`config.mk`:
```
export PLATFORM = sky130hd
export DESIGN_NAME = frame_buffer
export DESIGN_NICKNAME = d
export VERILOG_FILES = /design/src/hdl/panel_pkg.sv /design/src/hdl/frame_buffer.sv
export SDC_FILE = /design/constraint.sdc
export NUM_CORES = 2
export LEC_CHECK = 0
export BUFFER_PORTS_ARGS = -buffer_cell sky130_fd_sc_hd__buf_2
export CORE_ASPECT_RATIO = 0.75
export CORE_UTILIZATION = 57
export CTS_CLUSTER_SIZE = 25
export DETAILED_ROUTE_END_ITERATION = 10
export GPL_ROUTABILITY_DRIVEN = 0
export GPL_TIMING_DRIVEN = 0
export PLACE_DENSITY_LB_ADDON = 0.08
export SLEW_MARGIN = 20
export SYNTH_ARGS = -nofsm -noshare
export SYNTH_HDL_FRONTEND = slang
export SYNTH_SLANG_ARGS = --single-unit
```
`constraint.sdc`:
```
create_clock -name clk -period 6.8 [get_ports clk]
set_input_delay 2.04 -clock clk [delete_from_list [all_inputs] [get_ports clk]]
set_output_delay 2.04 -clock clk [all_outputs]
set_load 0.02 [all_outputs]
```
`src/hdl/panel_pkg.sv`:
```
package panel_pkg;

    typedef logic [7:0] byte_t;      // One stream byte or one buffer byte
    typedef logic [2:0] row_t;       // Panel height up to 8
    typedef logic [4:0] column_t;    // 16 pixels of 2 bytes

    // First byte of every command
    typedef enum logic [7:0] {
        OP_FILL_PANEL = 8'h01,
        OP_UNKNOWN    = 8'hff
    } opcode_e;

    // Fill command sequence
    typedef enum logic [2:0] {
        COLOR_CAPTURE,
        START,
        RUNNING,
        PREDONE,
        DONE
    } fill_state_e;

endpackage
```
`src/hdl/frame_buffer.sv`:
```
`timescale 1ns/1ns

module frame_buffer #(
    parameter int PIXEL_WIDTH     = 16,
    parameter int PIXEL_HEIGHT    = 8,
    parameter int BYTES_PER_PIXEL = 2
) (
    input  logic               clk,
    input  panel_pkg::row_t    row,
    input  panel_pkg::column_t column,
    input  panel_pkg::byte_t   wdata,
    input  logic               write_enable,
    input  panel_pkg::row_t    read_row,
    input  panel_pkg::column_t read_column,
    output panel_pkg::byte_t   read_data
);

    localparam int COLUMNS = PIXEL_WIDTH * BYTES_PER_PIXEL;

    panel_pkg::byte_t mem [PIXEL_HEIGHT][COLUMNS];

    always_ff @(posedge clk) begin
        if (write_enable) begin
            mem[row][column] <= wdata;
        end
    end

    // One cycle read latency for the scanner side
    always_ff @(posedge clk) begin
        read_data <= mem[read_row][read_column];
    end

endmodule

```
==> reports/metrics.csv <==
metric,value,unit
skew final,0.03180,ns
leading register cell type out of synthesis,sky130_fd_sc_hd__edfxtp_1,
Synth area leader,sky130_fd_sc_hd__edfxtp_1,
Worst Setup Start Kind,input pin,
Die ar.,141700,µm²
combinational fraction of design power,0.064,
ordered list of cells on the worst path,buf_2 > buf_2 > and2_0 > clkbuf_1 > clkbuf_1 > clkbuf_1 > a221oi_1 > buf_4 > o32ai_1 > nor3_1 > nor4_1,
Die Width,434.3,µm
setup_tns,0,ns
worst reg2reg endpoint,read_data[3],
Starting Density,0.5769,
Total Nets Final,4059,
flip-flop and latch count after synthesis,2056,
final critical-path required period,6.392,ns
maximum number of pins on one net before global-route repair,129,
pre-CTS setup slack,-0.04230,ns
Max Root-Sink Buffers,3,
Wirelength per Cell,42.61,µm
ANT nets after route,0,
max_cap viols,0,
Peak VDD IR,0.2254,mV
sequential group share of total power,0.533,
yosys synthesis warning count,0,
number of gates resized after CTS,0,
via density per instance,7.214,
Post-Place Cells,5703,
nets in the synthesized netlist,3802,
commonest cells in the synthesized netlist,"2048 x sky130_fd_sc_hd__edfxtp_1, 377 x sky130_fd_sc_hd__mux4_2, 282 x sky130_fd_sc_hd__nor2_1",
mux share of post-synthesis cell area,0.1451,
First DRT Iteration DRCs,8630,
clock latency at the later pin of the worst-skew pair,0.85,ns
element type at the critical path end,register,
sum of routed wire length over all layers,258100,µm
synthesized-area fraction occupied by xor and xnor cells,0,
Internal Pwr Total,0.02034,W
"share of synthesized cell area in full adder, half adder and majority cells",0,
P_leak,28.08,nW
hold path endpoint,read_data[3],
"Data arrival, critical path",7.03,ns
complex-gate fraction of the synthesized area,0.03588,
final cell area excluding filler cells,89460,µm²
critical-path cell with the highest stage delay,sky130_fd_sc_hd__clkbuf_1,
proportion of layout cells with a drive suffix above 1,0.2138,
pins over their slew limit,0,
"Data required, critical path",7.43,ns
via count,43700,
slew at the pin with the worst max-slew slack,1.316,ns
area growth from synthesis to layout,11.98,%
Final Cycle Share,0.9401,
stage delay of the slowest cell on the critical path,0.97,ns
clk slew on worst S/H paths,0.06,ns
portion of total power attributed to the clock network,0.403,
number of standard cells in the final layout excluding fillers,6057,
number of distinct library cells after synthesis,64,
setup repair after global routing missed its margin,no,
clk root buf,sky130_fd_sc_hd__clkbuf_16,
Min-Delay Path Class,reg -> reg,
netlist area before placement,79890,µm²
post-synthesis area per instance,21.16,µm²
"EDFF count, synth",2048,
highest clock rate,0.1564,GHz
Simple-Gate Fraction of Synth Area,0.02760,
cell with the most instances after synthesis,sky130_fd_sc_hd__edfxtp_1,
IO buf count,31,
overall die height,326.2,µm
top fanout value on the critical path,10,
placed cell areas,83410,µm²
least setup slack across all paths after layout,0.4076,ns
num rows,118,
Slew headroom,0.1225,
first-pass GRT wire length,345000,µm
number of remaining DRC errors,0,
GRT Residual Overflow,0,
worst hold path cell count,6,
total I/O pin count,34,
Clock Sink Count,2056,
fraction of post-synthesis cell area in the top cell type by area,0.7698,
main area contributors after synthesis,"sky130_fd_sc_hd__edfxtp_1 77%, sky130_fd_sc_hd__mux4_2 11%, sky130_fd_sc_hd__mux2i_1 1.9%, sky130_fd_sc_hd__mux4_1 1.8%, sky130_fd_sc_hd__a22oi_1 1.4%",
number of buffers inserted by post-CTS setup repair,0,
first drt pass iteration count,8,
share of synthesized registers carrying an async set or reset,0,
outcome,completed,
dominant combinational cell family by area after synthesis,multiplexers,
Num CTS Buffers,188,
Power per Cell Area,293.0,nW/µm²
estimated wirelength of the detail-placed design,172500,µm
endpoints failing hold,0,
TritonCTS clock tree,done,
type of the worst setup path,in -> reg,
number of hold-repair buffers added at the cts stage,0,
count of endpoints failing setup in the final report,0,
number of antenna violations at the first check in global routing,15,
HP Start,mem[0][123],
net switching power of the design,0.005869,W
H-tree levels,4,
flop2flop setup slack,3.46,ns
Sw Share,0.2239,
share of the yosys chip area belonging to registers,0.7718,
cells on worst reg2reg path,6,
Mapped Cells,3776,
GRT Resource Usage Total,0.3692,
worst reg2reg startpoint,mem[0][171],
Critical Path Most Common Cell,sky130_fd_sc_hd__clkbuf_1,
filler instances,9338,
area of the core region,138500,µm²
number of global-route vias before repair,40180,
## power by group through the flow
stage	clock, W	combinational [W]	sequential [W]
finish	0.0106	0.00168	0.0140
global route	0.0110	0.00167	0.0140
CTS	0.0106	0.00160	0.0140
detailed placement	0	0.00160	0.0142
global placement	0	0.00151	0.0143
floorplan	0	0.000677	0.0143
## worst max path at each step
| stage | to | depth (start not counted) | slack (ns) | start |
|---|---|---|---|---|
| after floorplan | read_data[7] | 9 | 2.85 | read_row[0] |
| after global placement | read_data[3] | 9 | -0.58 | read_row[1] |
| after detailed placement | read_data[7] | 11 | -0.04 | read_column[1] |
| after CTS | read_data[7] | 11 | 0.84 | read_column[1] |
| after global routing | read_data[4] | 10 | 0.52 | read_row[2] |
| final | read_data[7] | 11 | 0.41 | read_column[1] |
## metal layers
metal,GRT usage,share of wire,vias to the layer above
li1,-,-,16430
met1,0.5511,0.39,23020
met2,0.4683,0.40,3713
met3,0.1830,0.17,518
met4,0.1303,0.039,14
met5,0,0.00039,-
## through the flow
stage          hold slack, ns  utilization  power (W)
3_5_place_dp            1.291       0.6023    0.01584
4_1_cts                 1.318       0.6457    0.02613
6_report                1.392       0.6460    0.02621
3_3_place_gp            1.314       0.5948    0.01581
5_1_grt                 1.404       0.6458    0.02665
2_1_floorplan          0.7732            -    0.01494
## cells in the final DEF (no fill, tap or decap), types with 30 or more instances in the layout
cell type                      n
sky130_fd_sc_hd__nor2_1      279
sky130_fd_sc_hd__clkbuf_16   194
sky130_fd_sc_hd__o22ai_1      46
sky130_fd_sc_hd__nor3_1       30
sky130_fd_sc_hd__clkbuf_1     96
sky130_fd_sc_hd__mux2i_1     154
sky130_fd_sc_hd__mux4_1       56
sky130_fd_sc_hd__clkinv_1     42
sky130_fd_sc_hd__buf_2        81
sky130_fd_sc_hd__o221ai_1     37
sky130_fd_sc_hd__nand2_1      70
sky130_fd_sc_hd__a22oi_1     147
sky130_fd_sc_hd__a21oi_1      93
sky130_fd_sc_hd__edfxtp_1   2048
sky130_fd_sc_hd__mux4_2      377
## cells by family after synthesis
logic type | Yosys count
flops | 2056
mux | 595
simple gates | 493
compound gates | 408
buf+inv | 224
## registers in the layout, indices dropped and copies added, names as in the netlist
name       flops
mem         2048
read_data      8
## area by class of cell
type | instances | area (µm²) | share of cell area
Sequential cell | 2056 | 61660 | 0.6892
Antenna cell | 10 | 25.02 | 0.0002797
Clock inverter | 95 | 882.1 | 0.009860
Multi-Input combinational cell | 1496 | 16700 | 0.1867
Clock buffer | 249 | 5131 | 0.05736
Tap cell | 1860 | 2327 | 0.02601
Inverter | 2 | 7.507 | 0.00008391
Buffer | 222 | 1612 | 0.01801
Timing Repair Buffer | 67 | 1116 | 0.01248
## worst max-delay path: cells and delay by family
family                 cells  cell delay, ns
AOI/OAI and AO/OA          2            0.69
buffers and inverters      6            3.01
and+or+nand+nor            3            1.25
No activity file was read; power rests on OpenSTA's default activity.
