--- src/hdl/panel_pkg.sv ---
package panel_pkg;

    typedef logic [7:0] byte_t;      // One stream byte or one buffer byte
    typedef logic [2:0] row_t;       // Panel height up to 8
    typedef logic [4:0] column_t;    // 16 pixels of 2 bytes

    // First byte of every command
    typedef enum logic [7:0] {
        OP_FILL_PANEL = 8'h01,
        OP_UNKNOWN    = 8'hff
    } opcode_e;

    // Fill command sequence
    typedef enum logic [2:0] {
        COLOR_CAPTURE,
        START,
        RUNNING,
        PREDONE,
        DONE
    } fill_state_e;

endpackage
--- src/hdl/cmd_fill_panel.sv ---
`timescale 1ns/1ns

module cmd_fill_panel #(
    parameter int BYTES_PER_PIXEL = 2
) (
    input  logic                         clk,
    input  logic                         reset,
    input  panel_pkg::byte_t             data_in,
    input  logic                         enable,
    input  logic                         engine_done,
    output logic                         engine_start,
    output logic                         engine_clear,
    output logic [BYTES_PER_PIXEL*8-1:0] engine_color,
    output logic                         ready_for_data,
    output logic                         done
);

    localparam int COUNT_W = (BYTES_PER_PIXEL > 1) ? $clog2(BYTES_PER_PIXEL) : 1;
    localparam logic [COUNT_W-1:0] LAST_COUNT = COUNT_W'(BYTES_PER_PIXEL - 1);

    panel_pkg::fill_state_e state;
    logic [COUNT_W-1:0]     bytes_remaining;
    logic                   capture;

    assign capture = enable && (state == panel_pkg::COLOR_CAPTURE);

    always_ff @(posedge clk or posedge reset) begin
        if (reset) begin
            state           <= panel_pkg::COLOR_CAPTURE;
            bytes_remaining <= LAST_COUNT;
            engine_start    <= 1'b0;
            engine_clear    <= 1'b0;
            ready_for_data  <= 1'b1;
            done            <= 1'b0;
        end else begin
            case (state)
                panel_pkg::COLOR_CAPTURE: begin
                    if (enable) begin
                        if (bytes_remaining == '0) begin
                            state          <= panel_pkg::START;
                            ready_for_data <= 1'b0;    // Last colour byte taken
                        end else begin
                            bytes_remaining <= bytes_remaining - COUNT_W'(1);
                        end
                    end
                end
                panel_pkg::START: begin
                    engine_start <= 1'b1;
                    state        <= panel_pkg::RUNNING;
                end
                panel_pkg::RUNNING: begin
                    if (engine_done) begin
                        engine_start <= 1'b0;
                        engine_clear <= 1'b1;    // Send engine back to idle
                        state        <= panel_pkg::PREDONE;
                    end
                end
                panel_pkg::PREDONE: begin
                    engine_clear <= 1'b0;
                    done         <= 1'b1;
                    state        <= panel_pkg::DONE;
                end
                panel_pkg::DONE: begin
                    done            <= 1'b0;
                    ready_for_data  <= 1'b1;
                    bytes_remaining <= LAST_COUNT;
                    state           <= panel_pkg::COLOR_CAPTURE;
                end
                default: state <= panel_pkg::COLOR_CAPTURE;
            endcase
        end
    end

    // Colour bytes arrive most significant first
    always_ff @(posedge clk) begin
        if (capture) begin
            engine_color[int'(bytes_remaining)*8 +: 8] <= data_in;
        end else if (state == panel_pkg::DONE) begin
            engine_color <= '0;
        end
    end

    // Engine may only finish a fill that is running
    a_engine_done_while_running: assert property (
        @(posedge clk) disable iff (reset)
        engine_done |-> state == panel_pkg::RUNNING
    );

endmodule

--- config.mk ---
export PLATFORM = sky130hd
export DESIGN_NAME = cmd_fill_panel
export DESIGN_NICKNAME = d
export VERILOG_FILES = /design/src/hdl/panel_pkg.sv /design/src/hdl/cmd_fill_panel.sv
export SDC_FILE = /design/constraint.sdc
export NUM_CORES = 1
export LEC_CHECK = 0
export ABC_CLOCK_PERIOD_IN_PS = 4200
export CAP_MARGIN = 20
export CORE_MARGIN = 5
export CORE_UTILIZATION = 50
export DETAILED_ROUTE_END_ITERATION = 10
export DONT_BUFFER_PORTS = 1
export GPL_ROUTABILITY_DRIVEN = 0
export PLACE_DENSITY = 0.63
export SLEW_MARGIN = 30
export SYNTH_ARGS = -nofsm -noshare
export SYNTH_HDL_FRONTEND = slang
export SYNTH_SLANG_ARGS = --single-unit
--- constraint.sdc ---
create_clock -name clk -period 4.2 [get_ports clk]
set_input_delay 0.84 -clock clk [delete_from_list [all_inputs] [get_ports clk]]
set_output_delay 0.84 -clock clk [all_outputs]
set_load 0.02 [all_outputs]
==> flow_metrics.py <==
metrics = {
    "status": {
        "status": "finished, final reports clean",
    },
    "cells_and_area": {
        "insertedDiodeCount": 0,
        "fillers": 197,
        "nets": 98,
        "drive_gt1_share_pct": 11.8,
        "syn_to_final_growth_pct": 4.02,
        "final_cells": 113,
    },
    "clock_network": {
        "htreeDepth": 1,
        "cts_tree": "yes",
        "numCtsBuffers": 3,
        "postCtsSetupBuffers": 0,
        "cts.repair.resized": 0,
        "insertion_delay_ps": 310,
        "clk_path_buf_depth": 2,
        "postCtsHoldBufs": 0,
        "clock-sinks": 24,
        "cts_root_buffer": "clkbuf_4",
        "clk_pin_slew_ps": 130,
    },
    "synthesis": {
        "seq_area_frac_synth_pct": 60.9,
        "synth_cell_types": 24,
        "synth-simple-area-share_pct": 13.7,
        "synthXorXnorAreaFrac_pct": 0.781,
        "synth_edf_count": 16,
        "async_flop_share_pct": 33.3,
        "synthFlopType": "edfxtp_1",
        "synth_area_sq_mm": 0.00112,
        "ys_seq_elements": 24,
        "yosysWarnings": 0,
        "avgSynthCellArea_sq_um": 13.0,
        "synth_compound_area_share_pct": 5.47,
        "synthMuxAreaShare_pct": 14.3,
        "syn_inst": 86,
        "synth_top_family_by_area": "multiplexers",
        "syn_nets": 98,
        "synth_fa_ha_area_share_pct": 0,
    },
    "run": {
        "cap_viol_max_count": 0,
    },
    "setup_path": {
        "crit_fanout": 2,
        "end_kind": "output pin",
        "worstReg2RegStart": "state[1]$_DFFE_PP0P_",
        "r2r_setup_slack_ps": 2530,
        "worstPathRequired_ps": 3360,
        "reg2regPathDepth": 2,
        "critPathArrivalTime_ps": 940,
        "worstSetupPathType": "reg -> out",
        "rr_endpoint": "engine_color[5]$_SDFFCE_PN0P_",
        "startpoint_type": "register",
        "worst-path-stages": 0,
    },
    "floorplanning": {
        "pin_count": 32,
        "rows": 17,
        "chipHeight_um": 57.4,
        "core-area_sq_mm": 0.00217,
        "dieArea_sq_mm": 0.00329,
        "initial_core_util_pct": 51.7,
        "die_x_um": 57.4,
    },
    "timing": {
        "whs_ps": 333,
        "fin_ws_ps": 2420,
        "hold_viol_final": 0,
        "skew_ps": 2.04,
        "clock.fmax_mhz": 563,
        "post-route-period-util_pct": 42.3,
        "post-route-min-period_ps": 1780,
        "setup_violations": 0,
        "fin_setup_tns_ps": 0,
        "timing.final.max_slew_violations": 0,
        "worstMarginPinSlew_ps": 672,
        "grt_setup_unrepaired": "false",
        "maxSlewHeadroom_pct": 55.2,
    },
    "grt": {
        "grt_max_degree": 20,
        "track_usage_pct": 13.2,
        "grt_pass1_vias": 678,
        "grt_pass1_wl_um": 3330,
        "gr-total-overflow": 0,
        "grt_antenna_before_repair": 0,
    },
    "pwr": {
        "p_switching_uw": 376,
        "comb_power_share_pct": 23.1,
        "switching_share_pct": 39.3,
        "power.density_mw_per_mm2": 820,
        "clockPowerShare_pct": 17.4,
        "ir_worst_vdd_mv": 0.413,
        "p_seq_share_pct": 59.5,
        "intPower_uw": 581,
        "leakage_uw": 0.000421,
    },
    "route": {
        "wire_per_inst_um": 17.1,
        "first_iter_violations": 8,
        "wirelength_um": 1930,
        "via_per_inst": 5.59,
        "dr_total_vias": 632,
        "route.antenna.remaining_nets": 0,
        "drt-pass1-iter-count": 2,
        "drc_errors": 0,
    },
    "place": {
        "port_buffers": 0,
        "hpwlAfterDp_um": 1400,
        "placed_cells": 109,
        "post-place-ws_ps": 2430,
    },
    "worst_hold_path": {
        "hold_class": "in -> async",
    },
}
-- synthesized netlist by cell type (all sizes together), types with 2 or more instances --
cell | number | area (sq um)
nor2 | 21 | 95.1
nand2 | 2 | 7.51
a22o | 2 | 17.5
dfstp | 2 | 52.6
o21ai | 2 | 10.0
mux2i | 16 | 160
dfrtp | 6 | 150
buf | 4 | 37.5
inv | 3 | 11.3
edfxtp | 16 | 480
-- cells by family after synthesis --
| group | after synthesis |
|---|---|
| compound gates | 9 |
| mux | 16 |
| flops | 24 |
| xor+xnor | 1 |
| buf+inv | 8 |
| simple gates | 28 |
-- area by class of cell --
cell class / count / area [sq um] / area share [%]
tap: 28 / 35.0 / 3.00
clock buffer: 3 / 22.5 / 1.93
clock inverter: 1 / 30.0 / 2.58
multi-input combinational: 54 / 384 / 32.9
sequential: 24 / 683 / 58.6
inverter: 3 / 11.3 / 0.966
-- layout by cell type, fill, tap and decap left out --
cell,n
xnor2_1,1
o21ai_0,2
dfstp_2,2
nand3b_1,1
a21oi_1,1
nor2_1,20
o31ai_1,1
o21a_1,1
nor2_8,1
a22o_1,2
mux2i_1,16
clkbuf_4,3
dfrtp_1,6
inv_1,3
and2_2,1
nand2_1,2
nor2b_4,1
a31oi_1,1
a22oi_1,1
nor3_1,1
bufinv_16,1
edfxtp_1,16
nand3_4,1
-- stage by stage --
step | power, uW | utilization, % | area [sq um]
6_report | 957 | 53.7 | 1170
5_1_grt | 1020 | 53.7 | 1170
4_1_cts | 968 | 53.7 | 1170
3_5_place_dp | 803 | 51.3 | 1110
3_3_place_gp | 790 | 51.3 | 1110
2_1_floorplan | 769 | - | 1120
-- flip-flops by register name, indices dropped and copies added, names as in the netlist --
signal,cells
engine_clear,1
bytes_remaining,1
state,3
done,1
ready_for_data,1
engine_color,16
engine_start,1
-- how the worst max path moves through the flow --
stage / end / startpoint
2_1_floorplan: engine_color[0]$_SDFFCE_PN0P_ / enable
3_3_place_gp: engine_color[4]$_SDFFCE_PN0P_ / enable
3_5_place_dp: engine_color[13]$_SDFFCE_PN0P_ / enable
4_1_cts: ready_for_data / ready_for_data$_DFFE_PP1P_
5_1_grt: ready_for_data / ready_for_data$_DFFE_PP1P_
6_report: ready_for_data / ready_for_data$_DFFE_PP1P_
-- power groups by stage --
stage               Sequential (uW)  Clock (uW)  Combinational, uW
floorplan                       501           0                268
global placement                574           0                217
detailed placement              578           0                224
CTS                             574         169                226
global route                    588         183                253
finish                          569         167                221
-- per-layer routing --
metal | GRT usage, % | vias up | wire, um
li1 | - | 303 | -
met1 | 14.3 | 297 | 737
met2 | 21.5 | 28 | 943
met3 | 7.69 | 4 | 221
met4 | 4.64 | 0 | 25
met5 | 0 | - | 0
Power figures use the tool's default switching activity.
